--- config.mk ---
export PLATFORM = sky130hd
export DESIGN_NAME = fetch_front
export DESIGN_NICKNAME = d
export VERILOG_FILES = /design/src/logic/fetch_pkg.sv /design/src/logic/pc_gen.sv /design/src/logic/icache_arrays.sv /design/src/logic/miss_fsm.sv /design/src/logic/retry_timer.sv /design/src/logic/fetch_front.sv
export VERILOG_INCLUDE_DIRS = /design/src /design/src/logic
export SDC_FILE = /design/constraint.sdc
export NUM_CORES = 2
export LEC_CHECK = 0
export ABC_AREA = 1
export BUFFER_PORTS_ARGS = -buffer_cell sky130_fd_sc_hd__buf_4
export CAP_MARGIN = 20
export CELL_PAD_IN_SITES_DETAIL_PLACEMENT = 0
export CELL_PAD_IN_SITES_GLOBAL_PLACEMENT = 1
export CORE_MARGIN = 2
export CORE_UTILIZATION = 40
export CTS_CLUSTER_DIAMETER = 200
export CTS_CLUSTER_SIZE = 24
export DETAILED_ROUTE_END_ITERATION = 7
export PLACE_DENSITY_LB_ADDON = 0.1
export SYNTH_ARGS = -nofsm -noshare
export SYNTH_HDL_FRONTEND = slang
export SYNTH_HIERARCHICAL = 1
export SYNTH_SLANG_ARGS = --single-unit
--- constraint.sdc ---
create_clock -name clock -period 8.8 [get_ports clock]
set_clock_uncertainty 0.05 [all_clocks]
set_input_delay 0.44 -clock clock [delete_from_list [all_inputs] [get_ports clock]]
set_output_delay 0.44 -clock clock [all_outputs]
set_load 0.01 [all_outputs]
--- src/logic/fetch_macros.svh ---
`ifndef FETCH_MACROS_SVH
`define FETCH_MACROS_SVH

////////////////////////////////////////////////////////////
// icache geometry
////////////////////////////////////////////////////////////

`define ICACHE_LINES      32            // direct mapped, one 64-bit block per line
`define ICACHE_INDEX_BITS 5             // log2 of ICACHE_LINES

////////////////////////////////////////////////////////////
// fetch control
////////////////////////////////////////////////////////////

`define RESET_PC          32'h0000_0000 // first fetch address out of reset

// cycles spent in WAIT_DATA before the load is sent again
`define RETRY_LIMIT       64

`endif

--- src/logic/fetch_pkg.sv ---
`include "fetch_macros.svh"

package fetch_pkg;

    ////////////////////////////////////////////////////////////
    // widths with a meaning
    ////////////////////////////////////////////////////////////

    typedef logic [31:0] addr_t;        // byte address
    typedef logic [31:0] inst_t;        // one instruction word
    typedef logic [63:0] block_t;       // memory block == cache line
    typedef logic [3:0]  mem_tag_t;     // transaction tag, 0 = not accepted

    // index from addr[7:3], tag from addr[31:8]
    typedef logic [`ICACHE_INDEX_BITS-1:0]      cache_index_t;
    typedef logic [32-`ICACHE_INDEX_BITS-3-1:0] cache_tag_t;

    // memory bus command, same encoding as the core's memory port
    typedef enum logic [1:0] {
        BUS_NONE  = 2'h0,
        BUS_LOAD  = 2'h1,
        BUS_STORE = 2'h2               // never issued by fetch
    } bus_command_e;

    typedef enum logic [1:0] {
        MISS_IDLE      = 2'h0,         // watching for a miss
        MISS_REQUEST   = 2'h1,         // load on the bus until accepted
        MISS_WAIT_DATA = 2'h2          // waiting for the matching reply tag
    } miss_state_e;

    ////////////////////////////////////////////////////////////
    // bundles
    ////////////////////////////////////////////////////////////

    typedef struct packed {
        logic  valid;                  // pc/inst usable this cycle
        addr_t pc;
        inst_t inst;
    } fetch_packet_t;                  // 65 bits

    typedef struct packed {
        logic         valid;           // one-cycle write strobe
        cache_index_t index;
        cache_tag_t   tag;
        block_t       data;
    } fill_t;                          // 94 bits

endpackage

--- src/logic/pc_gen.sv ---
`timescale 1ns/1ps
`include "fetch_macros.svh"

module pc_gen (
    input  logic             clock,
    input  logic             reset,
    input  logic             dispatch_stall,  // back end full, hold
    input  logic             hit,             // current pc delivered
    input  logic             redirect_valid,  // one-cycle strobe
    input  fetch_pkg::addr_t redirect_pc,
    output fetch_pkg::addr_t fetch_pc
);

    fetch_pkg::addr_t pc_next;
    fetch_pkg::addr_t pc_plus4;

    assign pc_plus4 = fetch_pc + 32'd4;       // next sequential word

    ////////////////////////////////////////////////////////////
    // next pc select
    ////////////////////////////////////////////////////////////

    always_comb begin
        pc_next = fetch_pc;                   // hold on stall or miss
        if (redirect_valid) begin
            // redirect wins over stall, force word alignment
            pc_next = {redirect_pc[31:2], 2'b00};
        end else if (hit && !dispatch_stall) begin
            pc_next = pc_plus4;               // instruction went out
        end
    end

    ////////////////////////////////////////////////////////////
    // pc register
    ////////////////////////////////////////////////////////////

    always_ff @(posedge clock) begin
        if (reset) begin
            fetch_pc <= `RESET_PC;
        end else begin
            fetch_pc <= pc_next;
        end
    end

endmodule

--- src/logic/icache_arrays.sv ---
`timescale 1ns/1ps
`include "fetch_macros.svh"

module icache_arrays (
    input  logic              clock,
    input  logic              reset,
    input  fetch_pkg::addr_t  fetch_pc,
    input  fetch_pkg::fill_t  fill,      // write port from the miss fsm
    output logic              hit,
    output fetch_pkg::inst_t  hit_inst
);

    // line storage
    logic [`ICACHE_LINES-1:0] line_valid;
    fetch_pkg::cache_tag_t    line_tag  [`ICACHE_LINES];
    fetch_pkg::block_t        line_data [`ICACHE_LINES];

    fetch_pkg::cache_index_t  pc_index;
    fetch_pkg::cache_tag_t    pc_tag;
    fetch_pkg::block_t        rd_block;

    ////////////////////////////////////////////////////////////
    // lookup
    ////////////////////////////////////////////////////////////

    assign pc_index = fetch_pc[`ICACHE_INDEX_BITS+2:3];   // addr[7:3]
    assign pc_tag   = fetch_pc[31:`ICACHE_INDEX_BITS+3];  // addr[31:8]
    assign rd_block = line_data[pc_index];

    assign hit = line_valid[pc_index] && (line_tag[pc_index] == pc_tag);

    // pc[2] picks the word within the doubleword
    assign hit_inst = fetch_pc[2] ? rd_block[63:32] : rd_block[31:0];

    ////////////////////////////////////////////////////////////
    // fill
    ////////////////////////////////////////////////////////////

    // valid bits cleared on reset
    always_ff @(posedge clock) begin
        if (reset) begin
            line_valid <= '0;                 // every line invalid
        end else if (fill.valid) begin
            line_valid[fill.index] <= 1'b1;
        end
    end

    // tag and data written together with the valid bit
    always_ff @(posedge clock) begin
        if (fill.valid) begin
            line_tag[fill.index]  <= fill.tag;
            line_data[fill.index] <= fill.data;
        end
    end

endmodule

--- src/logic/miss_fsm.sv ---
`timescale 1ns/1ps

module miss_fsm (
    input  logic                    clock,
    input  logic                    reset,
    input  logic                    hit,             // lookup for fetch_pc
    input  logic                    timer_expired,   // reply took too long
    input  fetch_pkg::addr_t        fetch_pc,
    input  fetch_pkg::mem_tag_t     mem2proc_response,
    input  fetch_pkg::mem_tag_t     mem2proc_tag,
    input  fetch_pkg::block_t       mem2proc_data,
    output fetch_pkg::bus_command_e proc2mem_command,
    output fetch_pkg::addr_t        proc2mem_addr,
    output fetch_pkg::fill_t        fill,
    output logic                    timer_run
);

    fetch_pkg::miss_state_e state;
    fetch_pkg::miss_state_e state_next;
    fetch_pkg::addr_t       miss_addr;       // block address being filled
    fetch_pkg::mem_tag_t    miss_tag;        // tag given when our load was taken
    logic                   accepted;
    logic                   reply_match;

    // memory took the load this cycle
    assign accepted = (state == fetch_pkg::MISS_REQUEST) && (mem2proc_response != '0);

    // reply for our load, stale tags from a retried load fall through
    assign reply_match = (state == fetch_pkg::MISS_WAIT_DATA)
                         && (mem2proc_tag != '0)
                         && (mem2proc_tag == miss_tag);

    ////////////////////////////////////////////////////////////
    // state machine
    ////////////////////////////////////////////////////////////

    always_comb begin
        state_next = state;
        case (state)
            fetch_pkg::MISS_IDLE: begin
                if (!hit) state_next = fetch_pkg::MISS_REQUEST;
            end
            fetch_pkg::MISS_REQUEST: begin
                if (accepted) state_next = fetch_pkg::MISS_WAIT_DATA;
            end
            fetch_pkg::MISS_WAIT_DATA: begin
                if (reply_match) begin
                    state_next = fetch_pkg::MISS_IDLE;     // data beats the timer
                end else if (timer_expired) begin
                    state_next = fetch_pkg::MISS_REQUEST;  // send it again
                end
            end
            default: state_next = fetch_pkg::MISS_IDLE;
        endcase
    end

    always_ff @(posedge clock) begin
        if (reset) begin
            state <= fetch_pkg::MISS_IDLE;
        end else begin
            state <= state_next;
        end
    end

    // miss address held until the fill is done, redirects wait for it
    always_ff @(posedge clock) begin
        if (state == fetch_pkg::MISS_IDLE && !hit) begin
            miss_addr <= {fetch_pc[31:3], 3'b000};
        end
        if (accepted) begin
            miss_tag <= mem2proc_response;   // retry overwrites the old tag
        end
    end

    ////////////////////////////////////////////////////////////
    // outputs
    ////////////////////////////////////////////////////////////

    assign proc2mem_command = (state == fetch_pkg::MISS_REQUEST) ? fetch_pkg::BUS_LOAD
                                                                  : fetch_pkg::BUS_NONE;
    assign proc2mem_addr    = (state == fetch_pkg::MISS_REQUEST) ? miss_addr : '0;
    assign timer_run        = (state == fetch_pkg::MISS_WAIT_DATA);

    always_comb begin
        fill.valid = reply_match;            // single-cycle write
        fill.index = fetch_pkg::cache_index_t'(miss_addr >> 3);
        fill.tag   = fetch_pkg::cache_tag_t'(miss_addr >> ($bits(fetch_pkg::cache_index_t) + 3));
        fill.data  = mem2proc_data;
    end

endmodule

--- src/logic/retry_timer.sv ---
`timescale 1ns/1ps
`include "fetch_macros.svh"

module retry_timer (
    input  logic clock,
    input  logic reset,
    input  logic timer_run,       // high while a reply is outstanding
    output logic timer_expired
);

    // wide enough to hold RETRY_LIMIT itself
    localparam int unsigned COUNT_BITS = $clog2(`RETRY_LIMIT + 1);

    logic [COUNT_BITS-1:0] wait_count;

    ////////////////////////////////////////////////////////////
    // wait counter
    ////////////////////////////////////////////////////////////

    always_ff @(posedge clock) begin
        if (reset || !timer_run) begin
            wait_count <= '0;                      // fresh count per wait
        end else if (!timer_expired) begin
            wait_count <= wait_count + 1'b1;       // saturates at the limit
        end
    end

    assign timer_expired = (wait_count == COUNT_BITS'(`RETRY_LIMIT));

endmodule

--- src/logic/fetch_front.sv ---
`timescale 1ns/1ps

module fetch_front (
    input  logic                     clock,
    input  logic                     reset,
    input  logic                     dispatch_stall,     // level from dispatch
    input  logic                     redirect_valid,     // strobe from the back end
    input  fetch_pkg::addr_t         redirect_pc,
    input  fetch_pkg::mem_tag_t      mem2proc_response,  // tag for the current request
    input  fetch_pkg::mem_tag_t      mem2proc_tag,       // tag of the current reply
    input  fetch_pkg::block_t        mem2proc_data,
    output fetch_pkg::bus_command_e  proc2mem_command,
    output fetch_pkg::addr_t         proc2mem_addr,
    output fetch_pkg::fetch_packet_t fetch_packet
);

    fetch_pkg::addr_t fetch_pc;
    logic             hit;
    fetch_pkg::inst_t hit_inst;
    fetch_pkg::fill_t fill;
    logic             timer_run;
    logic             timer_expired;

    ////////////////////////////////////////////////////////////
    // pc and icache
    ////////////////////////////////////////////////////////////

    pc_gen pc_gen_inst (
        .clock          (clock),
        .reset          (reset),
        .dispatch_stall (dispatch_stall),
        .hit            (hit),            // advance only on delivery
        .redirect_valid (redirect_valid),
        .redirect_pc    (redirect_pc),
        .fetch_pc       (fetch_pc)
    );

    icache_arrays icache_arrays_inst (
        .clock    (clock),
        .reset    (reset),
        .fetch_pc (fetch_pc),
        .fill     (fill),
        .hit      (hit),
        .hit_inst (hit_inst)
    );

    ////////////////////////////////////////////////////////////
    // miss handling
    ////////////////////////////////////////////////////////////

    miss_fsm miss_fsm_inst (
        .clock             (clock),
        .reset             (reset),
        .hit               (hit),
        .timer_expired     (timer_expired),
        .fetch_pc          (fetch_pc),
        .mem2proc_response (mem2proc_response),
        .mem2proc_tag      (mem2proc_tag),
        .mem2proc_data     (mem2proc_data),
        .proc2mem_command  (proc2mem_command),  // sole driver of the bus
        .proc2mem_addr     (proc2mem_addr),
        .fill              (fill),
        .timer_run         (timer_run)
    );

    retry_timer retry_timer_inst (
        .clock         (clock),
        .reset         (reset),
        .timer_run     (timer_run),
        .timer_expired (timer_expired)
    );

    // packet to decode, valid same cycle as the hit
    assign fetch_packet = '{valid: hit, pc: fetch_pc, inst: hit_inst};

endmodule

# After elaboration in Yosys (flattened, before gate mapping)
# Memory sizes are Yosys's and may differ from the RTL's. A register that Yosys moved wholly into a read port is not among the register bits.
# Cells that the tools add are included.
# Widths: inputs -> output; s select.
[classes] n_addsub=2 n_lt_le_gt_ge=3 n_eq_ne=8 n_mux=20 bitwise_logic=1 reduce_logical=17
[ops] cell="$mux 32" n=4
[ops] cell="$add 32x3->32 const B" n=1
[ops] cell="$or 32x32->32" n=1
[ops] cell="$eq 24x24->1" n=1
[ops] cell="$mux 5" n=4
[ops] cell="$lt 5x6->1 const B" n=2
[ops] cell="$mux 2" n=4
[ops] cell="$reduce_bool 4->1" n=2
[ops] cell="$add 7x1->7 const B" n=1
[ops] cell="$eq 7x7->1 const B" n=1
[ops] cell="$logic_and 1x1->1" n=7
[ops] cell="$pmux 2 s3" n=1
[ops] cell="$bmux 1 s5" n=1
[ops] cell="$demux 1 s5" n=1
[ops] cell="$ge 5x1->1 const B" n=1
[ops] cell="$mux 1" n=5
[ops] cell="$eq 4x4->1" n=1
[ops] cell="$logic_not 1->1" n=3
[ops] cell="$ne 3x3->1 const B" n=1
[ops] cell="$reduce_and 3->1" n=1
[ops] cell="$eq 2x1->1 const B" n=1
[ops] cell="$eq 2x2->1 const B" n=1
[ops] cell="$logic_not 2->1" n=1
[ops] cell="$ne 2x1->1 const B" n=1
[ops] cell="4 further kinds" n=4
[word_totals] ff_bits=106 ramBits=2816 input_bits=108 output_inout_bits=99 word_cells=60 memories=2
[mem_list] memory="icache_arrays_inst.line_data" words=32 width=64 read_ports=1 rd_clocked_by_memory_dff=1 write_ports=1 line_no="icache_arrays.sv:16" rtl="fetch_pkg::block_t line_data [`ICACHE_LINES];"
[mem_list] memory="icache_arrays_inst.line_tag" words=32 width=24 read_ports=1 rd_clocked_by_memory_dff=1 write_ports=1 line_no="icache_arrays.sv:15" rtl="fetch_pkg::cache_tag_t line_tag [`ICACHE_LINES];"

# Logic depth before layout (Yosys ltp)
[depth] depth_word=8 mapped_depth=28 depth_no_buf=25

# Hierarchy
# The synthesis kept the hierarchy.
[modules_own_cells] module="icache_arrays" instances=1 cells_per_inst=8738 area_per_inst_um2=112347.8 seq_area_each_um2=85201.7
[modules_own_cells] module="pc_gen" instances=1 cells_per_inst=351 area_per_inst_um2=2155.8 seq_area_each_um2=600.6
[modules_own_cells] module="miss_fsm" instances=1 cells_per_inst=216 area_per_inst_um2=2001.9 seq_area_each_um2=1031.0
[modules_own_cells] module="retry_timer" instances=1 cells_per_inst=51 area_per_inst_um2=374.1 seq_area_each_um2=140.1
[modules_own_cells] module="fetch_front" instances=1 cells_per_inst=1 area_per_inst_um2=7.5 seq_area_each_um2=0.0

# Worst setup path before layout
# OpenSTA, ideal clock, no wires.
[synth_path] kind="input to register" from="input mem2proc_tag[1]" to="memory icache_arrays_inst/line_data[13][0] (netlist name) (enable)" setup_time_ps=536 arrival_time_ps=4963 required_time_ps=8214 path_slack_ps=3251 stages=11 path_buffers=1 cell_sequence="inv_1 > nand2_1 > nand2_1 > nor2_1 > nand3_2 > inv_1 > buf_4 > inv_1 > nor3_1 > inv_1 > nor2_1"
[synth_via] elab_chain_cells=5 elab_cells_between_ends=6 cone_classes="1 x eq/ne; 2 x mux; 3 x reduce/logical"
[synth_lines] item="from (decl)" line_no="fetch_front.sv:10" rtl="input fetch_pkg::mem_tag_t mem2proc_tag,"
[synth_lines] item="$reduce_bool 4->1" line_no="miss_fsm.sv:30" rtl="&& (mem2proc_tag != '0)"
[synth_lines] item="$logic_and 1x1->1" line_no="miss_fsm.sv:30"
[synth_lines] item="$logic_and 1x1->1 *" line_no="miss_fsm.sv:31" rtl="&& (mem2proc_tag == miss_tag);"
[synth_lines] item="named net miss_fsm_inst.reply_match" line_no="miss_fsm.sv:23" rtl="logic reply_match;"
[synth_lines] item="$mux 1 *" line_no="icache_arrays.sv:50" rtl="if (fill.valid) begin"
[synth_lines] item="$mux 1 (implied by the code) *" line_no="icache_arrays.sv:52" rtl="line_data[fill.index] <= fill.data;"
[synth_lines] item="to (decl)" line_no="icache_arrays.sv:16"
# The timed path passes the listed nets; every way through them passes the cells marked *.

==> impl_results.md <==
* Status: completed
* Synth Area in XOR/XNOR at 0.03747%
* Layout Cells excl Fill at 13222
* Standard-cell rows at 198
* Worst r2r dst: pc_gen_inst/fetch_pc[17]
* DR vias/cell at 5.684
* Post-layout util at 43.54%
* Vias in the first global route at 70931
* Post-Synth Simple-Gate Area at 12.37%
* Leakage at 41.04 nW
* # IOs at 207
* Post-layout minimum cycle time at 6.374 ns
* Final instance area at 126600 um2
* Hold_sp: dispatch_stall
* Routed wire length at 381300 um
* Core footprint at 290800 um2
* Reg-to-reg setup timing slack at 2.59 ns
* FF-to-FF Start: pc_gen_inst/fetch_pc[3]
* Placed Area at 121500 um2
* Top_reg_cell synth: edfxtp_1
* Pwr per Cell Area at 197.7 nW/um2
* Final Cycle Share at 72.43%
* Worst Max-Slew Pin Slew at 1.183 ns
* Async set-reset flop share out of synthesis at 0%
* Design Power at 25.04 mW
* Gr usage total at 25.18%
* Placed insts at 12923
* CTS Buf Count at 147
* Max IR drop VDD at 0.0001393 V
* Worst Path Max Fanout at 225
* Hold path depth at 5
* Hold Crit Class: in2reg
* DR pass1 iterations at 6
* Max-cap violations at 0
* RSZ-0062 raised after global routing: no
* Setup TNS at 0 ns
* Detailed placement HPWL at 180800 um
* Fin. max-slew vios at 0
* Mapped Avg Cell Area at 12.49 um2
* Area grow syn2layout at 8.346%
* Clk sink count at 2920
* Final worst setup slack at 2.426 ns
* Mapped cell area at 116900 um2
* Wire length per cell at 28.84 um
* Clk_lat worst skew at 0.87 ns
* Remaining global-route overflow at 0
* Antenna-violating nets left at 0
* Die X at 544.6 um
* Clock root buffer: clkbuf_16
* Fill cells at 26830
* # setup viols final at 0
* WP data arrival at 5.88 ns
* Initial Util at 40.19%
* CP Data Required Time at 8.31 ns
* CP Capture Type: primary output
* Main combinational cell family by area after synthesis: simple AND/OR/NAND/NOR gates
* Mapped Cells at 9357
* Clock buffer depth at 4
* Initial antenna violation count at 31
* Hold_ws at 0.07349 ns
* Dpl ws at 2.922 ns
* Initial DRC count at 7538
* Mux cell area share after synthesis at 0%
* First-pass GRT wire length at 536900 um
* Largest net degree at the start of global routing at 226
* Hold endpoint: pc_gen_inst/fetch_pc[10]
* CP Class: reg2out
* Seq/Total Area, Yosys at 74.41%
* CTS tree: yes
* Routability congestion estimate at 0.7722
* # port buffers at 198
* Netlist cell types at 47
* YS warnings at 6
* Post-layout net count at 9397
* Worst r2r path cells at 19
* Vias post-DR at 75160
* Post-synthesis adder-cell area fraction at 0.03211%
* Number of synthesized register bits at 2920
* Final hold vios at 0
* Share of layout cells above drive strength 1 at 6.518%
* Die height at 544.6 um
* Post-route DRC at 0
* Startpoint types: register
* Relative slew slack at 20.92%
* Fmax at 156.9 MHz
* H-tree depth at 4
* Die area at 296600 um2
* Compound-Gate Fraction of Synth Area at 9.546%
* Reg clk slew, reported paths at 0.11 ns
* Number of synthesized flops with an enable pin at 2849
-- where the power goes --
group	switching (mW)	total [mW]	internal, mW
clock	4.33	7.46	3.13
sequential	0.121	15.5	15.4
combinational	1.49	2.06	0.565
-- cell usage in the layout, fill, tap and decap left out, drive strengths merged --
cell / n
a211oi: 1
a21boi: 1
a21o: 1
a21oi: 84
a221oi: 1
a22o: 1
a22oi: 4
a31oi: 6
buf: 371
clkbuf: 174
clkinv: 1
conb: 6
dfxtp: 71
diode: 9
dlygate4sd3: 109
edfxtp: 2849
ha: 3
inv: 147
nand2: 1212
nand3: 774
nand3b: 10
nand4: 5
nor2: 1485
nor3: 40
o211ai: 4
o21ai: 1294
o21bai: 3
o221ai: 3
o22ai: 631
o2bb2ai: 1
o311ai: 2
o31ai: 13
or2: 1
xnor2: 1
xor2: 4
-- registers in the layout, indices dropped and copies added, names as in the netlist --
name	flops
retry_timer_inst/wait_count	7
icache_arrays_inst/line_valid	32
miss_fsm_inst/state	2
icache_arrays_inst/line_data	2048
miss_fsm_inst/miss_tag	4
pc_gen_inst/fetch_pc	30
miss_fsm_inst/miss_addr	29
icache_arrays_inst/line_tag	768
-- cells in the mapped netlist, types with 2 or more instances --
cell,number,area share [%]
ha_1,3,0.032
conb_1,2,0.0064
o31ai_1,13,0.083
nand3b_1,10,0.064
a31oi_1,6,0.032
o21ai_0,1195,5.1
nor2_4,11,0.11
nor3_1,39,0.17
o211ai_1,4,0.026
o22ai_1,631,3.4
xor2_1,4,0.030
a21oi_1,83,0.36
nand3_1,770,3.3
dfxtp_1,71,1.2
nand2_1,1205,3.9
buf_1,32,0.10
clkinv_1,2,0.0064
clkbuf_1,305,0.98
o21bai_1,3,0.019
edfxtp_1,2849,73
o21ai_1,99,0.42
buf_6,30,0.29
nand4_1,5,0.027
o221ai_1,3,0.022
buf_4,147,0.94
buf_2,190,0.81
a22oi_1,4,0.026
nor2_1,1467,4.7
nor2_2,7,0.037
o311ai_1,2,0.015
inv_2,8,0.026
nand2_2,6,0.032
inv_1,134,0.43
nand3_2,4,0.034
-- how the worst max path moves through the flow --
stage	start	endpoint	cells after the start
after CTS	pc_gen_inst/fetch_pc[3]	fetch_packet[18]	10
after detailed placement	pc_gen_inst/fetch_pc[3]	pc_gen_inst/fetch_pc[5]	20
final	pc_gen_inst/fetch_pc[3]	fetch_packet[25]	10
after floorplan	mem2proc_tag[1]	icache_arrays_inst/line_data[13][0]	11
after global routing	pc_gen_inst/fetch_pc[3]	fetch_packet[25]	10
after global placement	pc_gen_inst/fetch_pc[3]	pc_gen_inst/fetch_pc[5]	20
-- routing by layer --
metal	global-route usage, %	vias to the layer above	share of wire [%]
met4	5.606	8	2.3
met1	35.22	38991	44
li1	-	33650	-
met5	0	-	0.015
met3	2.165	394	4.6
met2	42.75	2117	49
-- critical path, stage by stage (launching register included) --
cell	delay, ns
dfxtp_4	0.53
inv_16	0.58
buf_4	0.84
buf_4	0.88
o21ai_0	0.19
o22ai_1	0.16
o21ai_0	0.10
o22ai_1	0.24
o21ai_0	0.12
o22ai_1	0.74
buf_4	0.25
-- cell families after synthesis --
family / Yosys count
xor+xnor: 5
simple gates: 3527
other cells: 2
buf+inv: 850
flops: 2920
fa+ha+maj: 3
compound gates: 2050
-- layout make-up --
| class | count | area (um2) | share of cell area (%) |
|---|---|---|---|
| Inverter | 146 | 600.6 | 0.4742 |
| Clock inverter | 2 | 17.52 | 0.01383 |
| Sequential cell | 2920 | 87000 | 68.69 |
| Clock buffer | 174 | 3865 | 3.052 |
| Antenna cell | 9 | 22.52 | 0.01778 |
| Multi-Input combinational cell | 5591 | 25970 | 20.50 |
| Tap cell | 3900 | 4880 | 3.853 |
| Timing Repair Buffer | 480 | 4294 | 3.391 |
-- what timing repair did --
action / 4_1_cts / 5_1_grt
hold buffers: 109 / 0
gates resized for setup: 0 / 0
endpoints found under the hold margin: 2088 / 0
setup endpoints to repair: 0 / 0
setup buffers: 0 / 0
(Power assumes the default switching activity.)
